==> src/hdl/axi_pkg.sv <==
package axi_pkg;

    typedef logic [31:0] axi_addr_t;
    typedef logic [31:0] axi_data_t;
    typedef logic [3:0]  axi_strb_t;
    typedef logic [3:0]  axi_id_t;
    typedef logic [7:0]  axi_len_t;
    typedef logic [2:0]  axi_size_t;
    typedef logic [1:0]  axi_burst_t;
    typedef logic [1:0]  axi_resp_t;

    localparam axi_burst_t BURST_INCR = 2'b01;
    localparam axi_resp_t  RESP_OKAY  = 2'b00;

    // Beat size encodings, bytes per beat = 2**size
    localparam axi_size_t AXSIZE_1B = 3'd0;
    localparam axi_size_t AXSIZE_2B = 3'd1;
    localparam axi_size_t AXSIZE_4B = 3'd2;

endpackage

==> src/hdl/core_pkg.sv <==
package core_pkg;

    typedef enum logic [1:0] {
        OP_NOP,
        OP_STORE,
        OP_LOAD,
        OP_HALT
    } cmd_op_t;

    typedef enum logic [1:0] {
        SIZE_BYTE,
        SIZE_HALF,
        SIZE_WORD
    } access_size_t;

    typedef logic [11:0] cmd_addr_t;

    // Command word, msb first
    typedef struct packed {
        cmd_op_t      op;
        access_size_t size;
        cmd_addr_t    addr;
        logic [15:0]  imm;
    } cmd_t;

    ////////////////////////////////////////////////////////////////////////////
    // Lane steering

    // Address bits below the access size are dropped here
    function automatic logic [1:0] lane_offset(input access_size_t size, input cmd_addr_t addr);
        case (size)
            SIZE_BYTE: return addr[1:0];
            SIZE_HALF: return {addr[1], 1'b0};
            default:   return 2'b00;
        endcase
    endfunction

    function automatic logic [3:0] lane_mask(input access_size_t size, input cmd_addr_t addr);
        case (size)
            SIZE_BYTE: return 4'b0001 << lane_offset(size, addr);
            SIZE_HALF: return 4'b0011 << lane_offset(size, addr);
            default:   return 4'b1111;
        endcase
    endfunction

    function automatic logic [31:0] lane_place(
        input logic [31:0] data,
        input access_size_t size,
        input cmd_addr_t addr
    );
        return data << {lane_offset(size, addr), 3'b000};
    endfunction

    function automatic logic [31:0] lane_extract(
        input logic [31:0] data,
        input access_size_t size,
        input cmd_addr_t addr
    );
        logic [31:0] shifted;
        shifted = data >> {lane_offset(size, addr), 3'b000};
        case (size)
            SIZE_BYTE: return {24'b0, shifted[7:0]};
            SIZE_HALF: return {16'b0, shifted[15:0]};
            default:   return shifted;
        endcase
    endfunction

endpackage

==> src/hdl/fetch_exec_unit.sv <==
module fetch_exec_unit (
    input  logic                clock,
    input  logic                reset,
    input  logic                run,
    output axi_pkg::axi_addr_t  pc,
    output logic                fetch_enable,
    input  axi_pkg::axi_data_t  ist,
    input  logic                ist_valid,
    output logic                mem_wen,
    output axi_pkg::axi_addr_t  mem_waddr,
    output axi_pkg::axi_data_t  mem_wdata,
    output axi_pkg::axi_strb_t  mem_wmask,
    output logic                mem_ren,
    output axi_pkg::axi_addr_t  mem_raddr,
    output axi_pkg::axi_strb_t  mem_rmask,
    input  axi_pkg::axi_data_t  rdata_mem,
    input  logic                mem_rdone,
    output logic                result_valid,
    output axi_pkg::axi_data_t  result_data,
    output logic                halted
);
    import axi_pkg::*;
    import core_pkg::*;

    cmd_t         cmd;
    axi_strb_t    lanes;
    access_size_t ld_size;
    cmd_addr_t    ld_addr;

    ////////////////////////////////////////////////////////////////////////////
    // Decode

    // ist holds until the next fetch, so these levels stay put through LSU
    assign cmd   = cmd_t'(ist);
    assign lanes = lane_mask(cmd.size, cmd.addr);

    assign mem_wen   = cmd.op == OP_STORE;
    assign mem_waddr = axi_addr_t'(cmd.addr);
    assign mem_wdata = lane_place(axi_data_t'(cmd.imm), cmd.size, cmd.addr);
    assign mem_wmask = lanes;

    assign mem_ren   = cmd.op == OP_LOAD;
    assign mem_raddr = axi_addr_t'(cmd.addr);
    assign mem_rmask = lanes;

    // Drops combinationally on a halt so the interface idles out of EXEU
    assign fetch_enable = run && !halted && cmd.op != OP_HALT;

    always_ff @(posedge clock) begin
        if (reset) begin
            pc           <= '0;
            halted       <= 1'b0;
            result_valid <= 1'b0;
        end else begin
            result_valid <= mem_rdone;
            if (ist_valid) begin
                pc <= pc + 32'd4;
            end
            if (ist_valid && cmd.op == OP_HALT) begin
                halted <= 1'b1;
            end
        end
    end

    ////////////////////////////////////////////////////////////////////////////
    // Load return

    always_ff @(posedge clock) begin
        if (ist_valid) begin
            ld_size <= cmd.size;
            ld_addr <= cmd.addr;
        end
        if (mem_rdone) begin
            result_data <= lane_extract(rdata_mem, ld_size, ld_addr);
        end
    end

endmodule

==> config.mk <==
export PLATFORM = sky130hd
export DESIGN_NAME = fetch_exec_unit
export DESIGN_NICKNAME = d
export VERILOG_FILES = /design/src/hdl/axi_pkg.sv /design/src/hdl/core_pkg.sv /design/src/hdl/fetch_exec_unit.sv
export SDC_FILE = /design/constraint.sdc
export NUM_CORES = 1
export LEC_CHECK = 0
export ABC_AREA = 1
export BUFFER_PORTS_ARGS = -buffer_cell sky130_fd_sc_hd__buf_2
export CORE_MARGIN = 5
export CORE_UTILIZATION = 35
export DETAILED_ROUTE_END_ITERATION = 12
export GPL_TIMING_DRIVEN = 1
export PLACE_DENSITY_LB_ADDON = 0.15
export SLEW_MARGIN = 10
export SYNTH_ARGS = -nofsm -noshare
export SYNTH_HDL_FRONTEND = slang
export SYNTH_SLANG_ARGS = --single-unit
==> constraint.sdc <==
create_clock -name clock -period 3.94 [get_ports clock]
set_input_delay 0.394 -clock clock [delete_from_list [all_inputs] [get_ports clock]]
set_output_delay 0.394 -clock clock [all_outputs]
set_load 0.01 [all_outputs]
# Word level (Yosys, flattened, before mapping)
# Cells that the tools add are included.
dict set report op_classes {
  addsub 1
  n_reduce_logical 6
  n_mux 7
  shifts 4
  eq_ne 6
}
# operator count
set ops {}
lappend ops {{32-bit case mux with 2 select lines} 1}
lappend ops {{32-bit by 3-bit adder with 32-bit output (second input constant)} 1}
lappend ops {{16-bit by 5-bit left shift with 32-bit output} 1}
lappend ops {{32-bit by 5-bit right shift with 32-bit output} 1}
lappend ops {{2-bit case mux with 2 select lines} 2}
lappend ops {{4-bit case mux with 2 select lines} 1}
lappend ops {{2-bit by 1-bit == test with 1-bit output (second input constant)} 3}
lappend ops {{2-bit 2-to-1 mux} 3}
lappend ops {{2-bit == test (second input constant)} 2}
lappend ops {{2-bit zero test} 2}
lappend ops {{1-bit by 2-bit left shift with 4-bit output (first input constant)} 1}
lappend ops {{2-bit by 2-bit left shift with 4-bit output (first input constant)} 1}
lappend ops {{1-bit logical AND} 3}
lappend ops {{2-bit != test (second input constant)} 1}
lappend ops {{1-bit zero test} 1}
dict set report totals {
  out_inout_bits 173
  ff_bits 70
  input_bits 69
  word_cells 30
}

# Logic depth before layout (Yosys ltp)
dict set report logic_depth {
  ltp_word 5
  depth_mapped 10
  depth_no_buf 9
}

# Least setup slack after synthesis
# No wires, ideal clock.
dict set report synth_path {
  path_type {input port to output port}
  start {input ist[29]}
  end {output mem_wdata[15]}
  path_buffers 1
  setup_slack_ns 2.381
  cell_stages 5
  arrival_time_ns 1.165
  required_ns 3.546
  cell_sequence {nor2_2 nand2_2 buf_4 mux2i_1 nor2_1}
}
dict set report synth_via {
  elab_chain_len 3
  elab_cells_between_ends 4
  cone_classes {eq/ne (1); shift (1); mux (1); reduce/logical (1)}
}
# element line
set synth_rtl {}
lappend synth_rtl {{start: declaration} fetch_exec_unit.sv:7} ;# input axi_pkg::axi_data_t ist,
lappend synth_rtl {{2-bit by 1-bit == test with 1-bit output / 2-bit zero test (equally long branches)} core_pkg.sv:31} ;# case (size)
lappend synth_rtl {{2-bit case mux with 2 select lines *} core_pkg.sv:31}
lappend synth_rtl {{16-bit by 5-bit left shift with 32-bit output *} core_pkg.sv:51} ;# return data << {lane_offset(size, addr), 3'b000};
lappend synth_rtl {{end: declaration} fetch_exec_unit.sv:11} ;# output axi_pkg::axi_data_t mem_wdata,
# Every way passes the cells marked *; elsewhere a longest branch is shown, timed or not.

# Final worst setup path
dict set report layout_path {
  start {input ist[29]}
  end {output mem_wdata[21]}
}
# Same word-level chain as after synthesis.

==> qor.yml <==
status:
  outcome: "finished clean"
cts:
  clockBufferDepth: 2
  post-cts-setup-buffers: 0
  cts.sinks: 68
  h-tree-depth: 3
  cts_resized: 0
  clockRootBuffer: "clkbuf_16"
  numCtsBuffers: 9
  path_clk_slew_ns: 0.05
  hold_buffers: 0
  cts_tree: "yes"
  clock_latency_ns: 0.33
floorplan:
  dieArea_um2: 14670
  start_util: 0.3582
  dieWidth_um: 121.1
  io_pins: 242
  rows: 40
  die_y_um: 121.1
  coreArea_um2: 12060
layout:
  final_cells: 884
  fillers: 1258
  fin_nets: 781
  syn2layout_area_growth_pct: 20.01
  n_antenna_cell: 0
  layout-drive-gt1-share: 0.2961
  finish.instance_area_um2: 5185
routing:
  firstDrtPassIters: 4
  drc: 0
  vias: 3995
  drt_iter0_drc: 304
  avgRoutedWirePerCell_um: 13.85
  routed_wl_um: 12240
  vias_per_cell: 4.519
  drtAntennaViolNets: 0
pwr:
  leakagePower_nw: 2.627
  vdd_drop_max_v: 0.0001636
  powerDensity_nw_per_um2: 352.5
synthesis:
  synth_common_cells: "nand2_1, nor2_1, buf_4"
  yosys_warnings: 0
  syn_area_um2: 4320
  yosys_register_bits: 68
  syn_area_per_cell_um2: 7.527
  synth_edf_count: 36
  ys.flop_type: "edfxtp_1"
  async_flop_share: 0
  yosys.area.top_type: "edfxtp_1"
  synth_top_area_share: 0.2502
  yosysMostFrequentCell: "nand2_1"
  synthCells: 574
  synth-seq-area-share: 0.3985
  synthDistinctLibCells: 33
  synth.area.top_cells: "edfxtp_1, dfxtp_1, buf_4"
setup_path:
  crit_family: "simple AND/OR/NAND/NOR gates"
  crit_arrival_ns: 1.66
  crit_buf_inv: 3
  cp.required_ns: 3.55
  critical_path.endpoint_type: "output pin"
  path_cells: "buf_2 > nor2_2 > nand2_2 > inv_1 > nor2_2 > a21oi_1 > buf_2"
  critPathSlowestCell: "nor2_2"
  critPathKind: "input pin to output pin"
  worstPathMaxFanout: 17
  critPathMaxStageDelay_ns: 0.36
  startpoint_type: "input pin"
sta:
  setup_viol: 0
  fin_tns_setup_ns: 0
  relSlewSlack: 0.4576
  fin_skew_ns: 0.005688
  finalHoldViolCount: 0
  worst_slew_pin_slew_ns: 0.8127
  fmax_mhz: 486.8
  period_needed_ns: 2.054
  setup_slack_ns: 1.886
  finalMaxSlewViolations: 0
  rsz0062_at_grt: "false"
  period_share: 0.5213
global_routing:
  grt_pass1_vias: 3873
  antenna_found_initial: 0
  grt_pass1_wl_um: 19370
  overflow: 0
  grtUsageTotal: 0.1671
  grt_max_degree: 34
placed_design:
  placedCellCount: 868
  place_ws_ns: 1.868
  hpwl_um: 9601
  portBuffers: 169
  place_area_um2: 4915
  gp_congestion: 0.8236
run:
  maxCapViolCount: 0
worst_hold_path:
  hp-class: "input pin to flop"
==> registers in the layout, summed over array words and instances (netlist names) <==
register      count
result_valid      1
ld_size           2
halted            1
result_data      32
pc               30
ld_addr           2
==> through the flow <==
step | hold WS (ns) | power (W) | util
2_1_floorplan | 0.4929 | 0.001041 | -
3_3_place_gp | 0.4659 | 0.001113 | 0.4075
3_5_place_dp | 0.4696 | 0.001115 | 0.4075
4_1_cts | 0.2523 | 0.001859 | 0.4299
5_1_grt | 0.2515 | 0.001938 | 0.4299
6_report | 0.2713 | 0.001828 | 0.4299
==> per-layer routing <==
layer	track usage	part of all wire	vias to the layer above
met5	0	0	-
met4	0.05312	0.014	0
met3	0.06434	0.087	16
met2	0.2640	0.47	159
met1	0.2102	0.43	1811
li1	-	-	2009
==> cell type report <==
cell class	count	area, um2	share of cell area
timing repair buffer	169	845.8	0.1631
multi-input combinational	397	1884	0.3634
inverter	66	252.7	0.04875
clock buffer	11	242.7	0.04681
clock inverter	5	27.53	0.005309
tap	168	210.2	0.04054
sequential	68	1722	0.3320
==> worst paths after layout <==
check                           startpoint              end  slack [ns]  cells past startpoint
worst max-delay path               ist[29]    mem_wdata[21]        1.89                      7
worst min-delay path               ist[28]       ld_size[0]        0.27                      1
worst max register to register  ld_size[1]  result_data[14]        2.06                      5
worst min register to register      halted           halted        0.48                      2
==> worst register-to-register path, stage by stage (launching register included) <==
cell	delay, ns
edfxtp_1	0.60
inv_2	0.25
nand2_2	0.31
nor2_4	0.30
nand2_1	0.07
a21oi_1	0.18
==> kinds of logic after synthesis <==
kind of cell / share of synthesized area
buffers and inverters: 0.2010
AOI/OAI and AO/OA: 0.08312
xor gates and xnor gates: 0.004055
other: 0.0008680
and+or+nand+nor: 0.2772
muxes: 0.03243
adders and majority gates: 0.002896
DFF: 0.3985
==> where the power goes <==
group | internal, W | switching (W) | total, W
Clock | 0.000438 | 0.000292 | 0.000730
Combinational | 0.000105 | 0.000189 | 0.000294
Sequential | 0.000788 | 0.0000161 | 0.000804
Total | 0.00133 | 0.000497 | 0.00183
==> layout by cell type (no fill, tap or decap), drive strengths merged <==
cell and instances:
buf 169, nand2 123, nor2 108, inv 65, conb 42, edfxtp 36, dfxtp 32, a21oi 30
nand3 29, o211ai 16, o21ai 15, mux2i 14, clkbuf 11, nand4 7, nor3 6, clkinv 6
or2 2, a31oi 1, xor2 1, o21bai 1, xnor2 1, ha 1
Note: power is estimated with default switching activity, not from simulation.
