<file path="config.mk">
export PLATFORM = sky130hd
export DESIGN_NAME = axi_interface
export DESIGN_NICKNAME = d
export VERILOG_FILES = /design/src/hdl/axi_pkg.sv /design/src/hdl/axi_interface.sv
export SDC_FILE = /design/constraint.sdc
export NUM_CORES = 1
export LEC_CHECK = 0
export BUFFER_PORTS_ARGS = -buffer_cell sky130_fd_sc_hd__buf_2
export CAP_MARGIN = 20
export CORE_AREA = 2 2 153 155
export CTS_BUF_LIST = sky130_fd_sc_hd__clkbuf_16
export DETAILED_ROUTE_END_ITERATION = 8
export DIE_AREA = 0 0 155 157
export GPL_TIMING_DRIVEN = 0
export PLACE_DENSITY = 0.42
export SLEW_MARGIN = 20
export SYNTH_ARGS = -nofsm -noshare
export SYNTH_HDL_FRONTEND = slang
export SYNTH_SLANG_ARGS = --single-unit
</file>
<file path="constraint.sdc">
create_clock -name clock -period 3.95 [get_ports clock]
set_input_delay 0.395 -clock clock [delete_from_list [all_inputs] [get_ports clock]]
set_output_delay 0.395 -clock clock [all_outputs]
set_load 0.05 [all_outputs]
</file>
<file path="src/hdl/axi_pkg.sv">
package axi_pkg;

    typedef logic [31:0] axi_addr_t;
    typedef logic [31:0] axi_data_t;
    typedef logic [3:0]  axi_strb_t;
    typedef logic [3:0]  axi_id_t;
    typedef logic [7:0]  axi_len_t;
    typedef logic [2:0]  axi_size_t;
    typedef logic [1:0]  axi_burst_t;
    typedef logic [1:0]  axi_resp_t;

    localparam axi_burst_t BURST_INCR = 2'b01;
    localparam axi_resp_t  RESP_OKAY  = 2'b00;

    // Beat size encodings, bytes per beat = 2**size
    localparam axi_size_t AXSIZE_1B = 3'd0;
    localparam axi_size_t AXSIZE_2B = 3'd1;
    localparam axi_size_t AXSIZE_4B = 3'd2;

endpackage

</file>
<file path="src/hdl/axi_interface.sv">
module axi_interface (
    input  logic                   clock,
    input  logic                   reset,
    input  logic                   io_master_awready,
    output logic                   io_master_awvalid,
    output axi_pkg::axi_addr_t     io_master_awaddr,
    output axi_pkg::axi_id_t       io_master_awid,
    output axi_pkg::axi_len_t      io_master_awlen,
    output axi_pkg::axi_size_t     io_master_awsize,
    output axi_pkg::axi_burst_t    io_master_awburst,
    input  logic                   io_master_wready,
    output logic                   io_master_wvalid,
    output axi_pkg::axi_data_t     io_master_wdata,
    output axi_pkg::axi_strb_t     io_master_wstrb,
    output logic                   io_master_wlast,
    output logic                   io_master_bready,
    input  logic                   io_master_bvalid,
    input  axi_pkg::axi_resp_t     io_master_bresp,
    input  axi_pkg::axi_id_t       io_master_bid,
    input  logic                   io_master_arready,
    output logic                   io_master_arvalid,
    output axi_pkg::axi_addr_t     io_master_araddr,
    output axi_pkg::axi_id_t       io_master_arid,
    output axi_pkg::axi_len_t      io_master_arlen,
    output axi_pkg::axi_size_t     io_master_arsize,
    output axi_pkg::axi_burst_t    io_master_arburst,
    output logic                   io_master_rready,
    input  logic                   io_master_rvalid,
    input  axi_pkg::axi_resp_t     io_master_rresp,
    input  axi_pkg::axi_data_t     io_master_rdata,
    input  logic                   io_master_rlast,
    input  axi_pkg::axi_id_t       io_master_rid,
    input  axi_pkg::axi_addr_t     pc,
    input  logic                   fetch_enable,
    output axi_pkg::axi_data_t     ist,
    output logic                   ist_valid,
    input  logic                   mem_wen,
    input  axi_pkg::axi_addr_t     mem_waddr,
    input  axi_pkg::axi_data_t     mem_wdata,
    input  axi_pkg::axi_strb_t     mem_wmask,
    input  logic                   mem_ren,
    input  axi_pkg::axi_addr_t     mem_raddr,
    input  axi_pkg::axi_strb_t     mem_rmask,
    output axi_pkg::axi_data_t     rdata_mem,
    output logic                   mem_rdone
);
    import axi_pkg::*;

    typedef enum logic [2:0] {
        IDLE,
        IFU_AR,
        IFU_R,
        EXEU,
        LSU_AW,
        LSU_W,
        LSU_AR,
        LSU_R
    } state_t;

    state_t state;
    state_t next_state;
    logic   aw_done;
    logic   w_done;
    logic   ar_done;
    logic   r_done;

    // Strobe pattern back to beat size
    function automatic axi_size_t mask_size(input axi_strb_t mask);
        case (mask)
            4'b0001, 4'b0010, 4'b0100, 4'b1000: return AXSIZE_1B;
            4'b0011, 4'b1100:                   return AXSIZE_2B;
            default:                            return AXSIZE_4B;
        endcase
    endfunction

    assign aw_done = io_master_awvalid && io_master_awready;
    assign w_done  = io_master_wvalid && io_master_wready;
    assign ar_done = io_master_arvalid && io_master_arready;
    assign r_done  = io_master_rvalid && io_master_rready;

    always_ff @(posedge clock) begin
        if (reset) begin
            state <= IDLE;
        end else begin
            state <= next_state;
        end
    end

    always_comb begin
        next_state = state;
        case (state)
            IDLE:   next_state = fetch_enable ? IFU_AR : IDLE;
            IFU_AR: next_state = ar_done ? IFU_R : IFU_AR;
            IFU_R:  next_state = r_done ? EXEU : IFU_R;
            EXEU: begin
                if (mem_wen) begin
                    next_state = LSU_AW;
                end else if (mem_ren) begin
                    next_state = LSU_AR;
                end else if (fetch_enable) begin
                    next_state = IFU_AR;
                end else begin
                    next_state = IDLE;
                end
            end
            LSU_AW: next_state = aw_done ? LSU_W : LSU_AW;
            LSU_W:  next_state = w_done ? IFU_AR : LSU_W;
            LSU_AR: next_state = ar_done ? LSU_R : LSU_AR;
            LSU_R:  next_state = r_done ? IFU_AR : LSU_R;
            default: next_state = IDLE;
        endcase
    end

    ////////////////////////////////////////////////////////////////////////////
    // Channel drive

    assign io_master_awvalid = state == LSU_AW;
    assign io_master_awaddr  = mem_waddr;
    assign io_master_awid    = '0;
    assign io_master_awlen   = '0;
    assign io_master_awsize  = mask_size(mem_wmask);
    assign io_master_awburst = BURST_INCR;

    assign io_master_wvalid = state == LSU_W;
    assign io_master_wdata  = mem_wdata;
    assign io_master_wstrb  = mem_wmask;
    assign io_master_wlast  = io_master_wvalid;
    assign io_master_bready = 1'b1;

    assign io_master_arvalid = state == IFU_AR || state == LSU_AR;
    assign io_master_araddr  = (state == IFU_AR) ? pc : mem_raddr;
    assign io_master_arid    = '0;
    assign io_master_arlen   = '0;
    assign io_master_arsize  = (state == IFU_AR) ? AXSIZE_4B : mask_size(mem_rmask);
    assign io_master_arburst = BURST_INCR;
    assign io_master_rready  = state == IFU_R || state == LSU_R;

    always_ff @(posedge clock) begin
        if (reset) begin
            ist       <= '0;
            ist_valid <= 1'b0;
        end else begin
            ist_valid <= state == IFU_R && r_done;
            if (state == IFU_R && r_done) begin
                ist <= io_master_rdata;
            end
        end
    end

    assign rdata_mem = io_master_rdata;
    assign mem_rdone = state == LSU_R && r_done;

endmodule

</file>
# Word-level counts from Yosys, hierarchy flattened
# Cells that the tools add are included.
[word_totals]
word_cells = 49
register_bits = 36
out_inout_bits = 206
inputBits = 191
[op_classes]
mux = 14
reduce_logical = 13
n_eq_ne = 19
[ops]
columns = ["op", "count"]
rows = [
  ["2-to-1 mux 32 bit", 1],
  ["one-hot mux 3 bit (8 select lines)", 1],
  ["equality test 4 x 2 -> 1 bit (second input constant)", 4],
  ["equality test 4 bit (second input constant)", 4],
  ["2-to-1 mux 3 bit", 5],
  ["equality test 3 bit (second input constant)", 4],
  ["equality test 4 x 1 -> 1 bit (second input constant)", 2],
  ["equality test 4 x 3 -> 1 bit (second input constant)", 2],
  ["one-hot mux 2 bit (2 select lines)", 2],
  ["OR reduction 4 bit", 2],
  ["equality test 3 x 2 -> 1 bit (second input constant)", 2],
  ["logical AND 1 bit", 6],
  ["2-to-1 mux 1 bit", 4],
  ["OR reduction 2 bit", 2],
  ["equality test 3 x 1 -> 1 bit (second input constant)", 1],
  ["logical NOT 3 bit", 1],
  ["logical OR 1 bit", 2],
  ["2-to-1 mux 2 bit", 1],
]

# Logic depth before layout (Yosys ltp)
[depth]
word_depth = 5
depth_mapped = 7
depth_no_buf = 4

# Worst setup path after synthesis
# OpenSTA, ideal clock, no wires.
[synth_path]
kind = "flip-flop to output port"
from = "register state[0]"
to = "output port io_master_arsize[1]"
setup_slack_ps = 1934
arrival_ps = 1621
path_stages_with_launch = 4
n_path_buf = 1
t_required_ps = 3555
path_cell_list = "dfxtp_1 buf_4 nand2b_4 o21ai_0"
[synth_between]
elab_chain_len = 2
[synth_lines]
columns = ["element", "line", "source"]
rows = [
  ["start, declared", "axi_interface.sv:60", "state_t state;"],
  ["start signal, assigned", "axi_interface.sv:85", "state <= next_state;"],
  ["equality test 3 x 1 -> 1 bit", "axi_interface.sv:134", "assign io_master_arsize = (state == IFU_AR) ? AXSIZE_4B : mask_size(mem_rmask);"],
  ["2-to-1 mux 3 bit", "axi_interface.sv:134", ""],
  ["end, declared", "axi_interface.sv:25", "output axi_pkg::axi_size_t io_master_arsize,"],
]
# Every way passes these cells.

# Final worst setup path
[layout_path]
from = "register state[0]"
to = "output port io_master_araddr[24]"
[layout_between]
elab_chain_len = 2
[layout_lines]
columns = ["element", "line", "source"]
rows = [
  ["equality test 3 x 1 -> 1 bit", "axi_interface.sv:131", "assign io_master_araddr = (state == IFU_AR) ? pc : mem_raddr;"],
  ["2-to-1 mux 32 bit", "axi_interface.sv:131", ""],
  ["end, declared", "axi_interface.sv:22", "output axi_pkg::axi_addr_t io_master_araddr,"],
]
# Every way passes these cells.

==> impl_results.md <==
* Status: complete, no violations
* Hold worst-path end: ist[28]
* Post-synth EDFFs at 0
* Fraction of registers with async set/reset at 0
* R2r endpoint: ist[8]
* Flops & latches, synth at 36
* Final ANT Viol Nets at 0
* CTS root buf: clkbuf_16
* Starting Density at 0.136
* Reg2reg start: state[1]
* WP data required at 3560 ps
* Initial antenna violation count at 7
* Routability cong. at 0.734
* Final instance area at 0.00509 mm2
* Unique masters post-synth at 31
* Clock buffer depth at 2
* Layout cells sized above 1 at 0.755
* Post-CTS Setup Inserts at 0
* Worst-Margin Slew at 838 ps
* FILL cells at 2566
* Period utilisation layout at 0.598
* Area grow syn2layout at 66.6%
* Reg2reg path depth at 5
* Yosys top cell by area: buf_4
* # diodes at 0
* Post-Synthesis Cells at 363
* Crit Path Category: register to output port
* Htree depth at 2
* DR WL/cell at 14.3 um
* Most numerous cell in the Yosys netlist: buf_4
* Most frequently used flop master after synthesis: dfxtp_1
* First-pass GRT wire length at 18900 um
* RSZ-0062 raised after global routing: false
* # DRC at 0
* Rel. slew slack at 0.441
* Final hold viol count at 0
* Die extent in y at 157 um
* Initial DRC count at 99
* R2r setup slk at 2300 ps
* Hold WC Path Type: primary input to register
* Syn_area_per_cell at 8.42 um2
* Post-DR vias/cell at 3.36
* Dpl cell area at 0.00495 mm2
* Die Wd at 155 um
* 1st-pass router iterations at 4
* CP startpoint kind: register
* Hold_buf cts at 0
* PD cells at 320 mW/mm2
* Final net count at 876
* Worst clock skew at 5.55 ps
* Peak VDD IR at 138 uV
* Area of the die at 0.0243 mm2
* TritonCTS clock tree: built
* Largest net degree at the start of global routing at 12
* Post-layout min period at 2360 ps
* PortBufs at 286
* Vias at 3264
* Sink Count at 36
* Max_cap viols at 0
* Clk slew on worst S/H paths at 60 ps
* Hold Path Cell Cnt at 3
* Gr ovfl total at 0
* Gr usage total at 0.106
* PostCTS Resize Cnt at 0
* Routed wire length at 13900 um
* Critical Path AT at 1970 ps
* Final setup vio count at 0
* Setup TNS Final at 0 ps
* I/O pin count at 397
* Synth warn at 0
* Post-DP HPWL at 12300 um
* Worst hold start: io_master_rdata[28]
* Yosys top cell area share at 0.334
* Vias in the first global route at 3064
* Synth top area cells: buf_4 33%, dfxtp_1 24%, mux2_2 10%
* Core ar. at 0.0225 mm2
* Setup crit end kind: output port
* Core Rows at 55
* Worst Path Max Fanout at 10
* Mapped cell area at 0.00306 mm2
* Max Slew Vio Count at 0
* WHS at 346 ps
* Leak Pwr at 2.67 nW
* Highest clock rate at 0.424 GHz
* Seq/Total Area, Yosys at 0.236
* Top cells by count, synth: 136 x buf_4, 50 x nand2_1, 36 x dfxtp_1, 30 x a21oi_2, 28 x mux2_2
* Clock Latency Late Sink at 290 ps
* Total CTS buffers at 5
* Total Power at 1.63 mW
per-layer routing:
layer  share of wire  global-route usage
met5               0                   0
met4           0.014              0.0265
met3           0.086              0.0303
met2            0.52               0.201
met1            0.38               0.117
placed cells by master, fill, tap and decap left out, types with 2 or more instances in the layout:
cell type and instances:
buf_2 287, buf_4 136, nand2_1 50, dfxtp_1 36, conb_1 31, a21oi_2 30
mux2_2 28, nand2_2 20, nor2_1 10, a21oi_1 7, clkbuf_1 7, nand3_1 6
clkbuf_16 5, mux2_1 4, inv_1 3, or2_2 3, a31oi_1 3, o21ai_0 2
buf_8 2, buf_12 2
state kept, by name, indices dropped and copies added, names as in the netlist:
name,cells
ist,32
state,3
ist_valid,1
critical path, cell delays in order, from the launching register on:
cell and delay, ps:
dfxtp_1 300, buf_4 180, nand2b_4 100, nor2_4 240, buf_4 260, mux2_1 370, buf_2 220
worst max path at each step:
stage | startpoint | to | slack, ps | cells past startpoint
after floorplan | state[0] | io_master_arsize[1] | 1930 | 3
after global placement | state[0] | io_master_araddr[24] | 1840 | 6
after detailed placement | state[0] | io_master_araddr[24] | 1850 | 6
after CTS | state[0] | io_master_araddr[24] | 1520 | 6
after global routing | state[0] | io_master_araddr[24] | 1480 | 6
final | state[0] | io_master_araddr[24] | 1590 | 6
layout make-up:
| type | instances | area, um2 | share of cell area |
|---|---|---|---|
| tap | 285 | 357 | 0.0700 |
| clock inverter | 3 | 15.0 | 0.00295 |
| inverter | 2 | 7.51 | 0.00147 |
| clock buffer | 5 | 125 | 0.0246 |
| multi-input combinational | 206 | 1320 | 0.258 |
| timing repair buffer | 286 | 1430 | 0.281 |
| buffer | 148 | 1120 | 0.220 |
| sequential | 36 | 721 | 0.141 |
where the power goes:
group          total [mW]  internal (mW)  switching [mW]
Combinational       0.845          0.259           0.585
Clock               0.406          0.230           0.176
Sequential          0.378          0.373         0.00498
Total                1.63          0.862           0.766
stage by stage:
stage,setup slack (ps),cells,util
6_report,1590,971,0.226
3_3_place_gp,1840,963,0.220
2_1_floorplan,1930,392,-
5_1_grt,1480,971,0.226
3_5_place_dp,1850,963,0.220
4_1_cts,1520,971,0.226
cells by family (layout without fill, tap and decap cells):
| group | Yosys count | after routing | synth area share |
|---|---|---|---|
| buffers and inverters | 150 | 444 | 0.370 |
| AND/OR/NAND/NOR | 96 | 96 | 0.153 |
| AO/OA/AOI/OAI | 45 | 45 | 0.115 |
| flip-flops | 36 | 36 | 0.236 |
| multiplexers | 32 | 32 | 0.118 |
| other | 2 | 31 | 0.00246 |
| XOR/XNOR | 2 | 2 | 0.00573 |
Note: power is estimated with default switching activity, not from simulation.
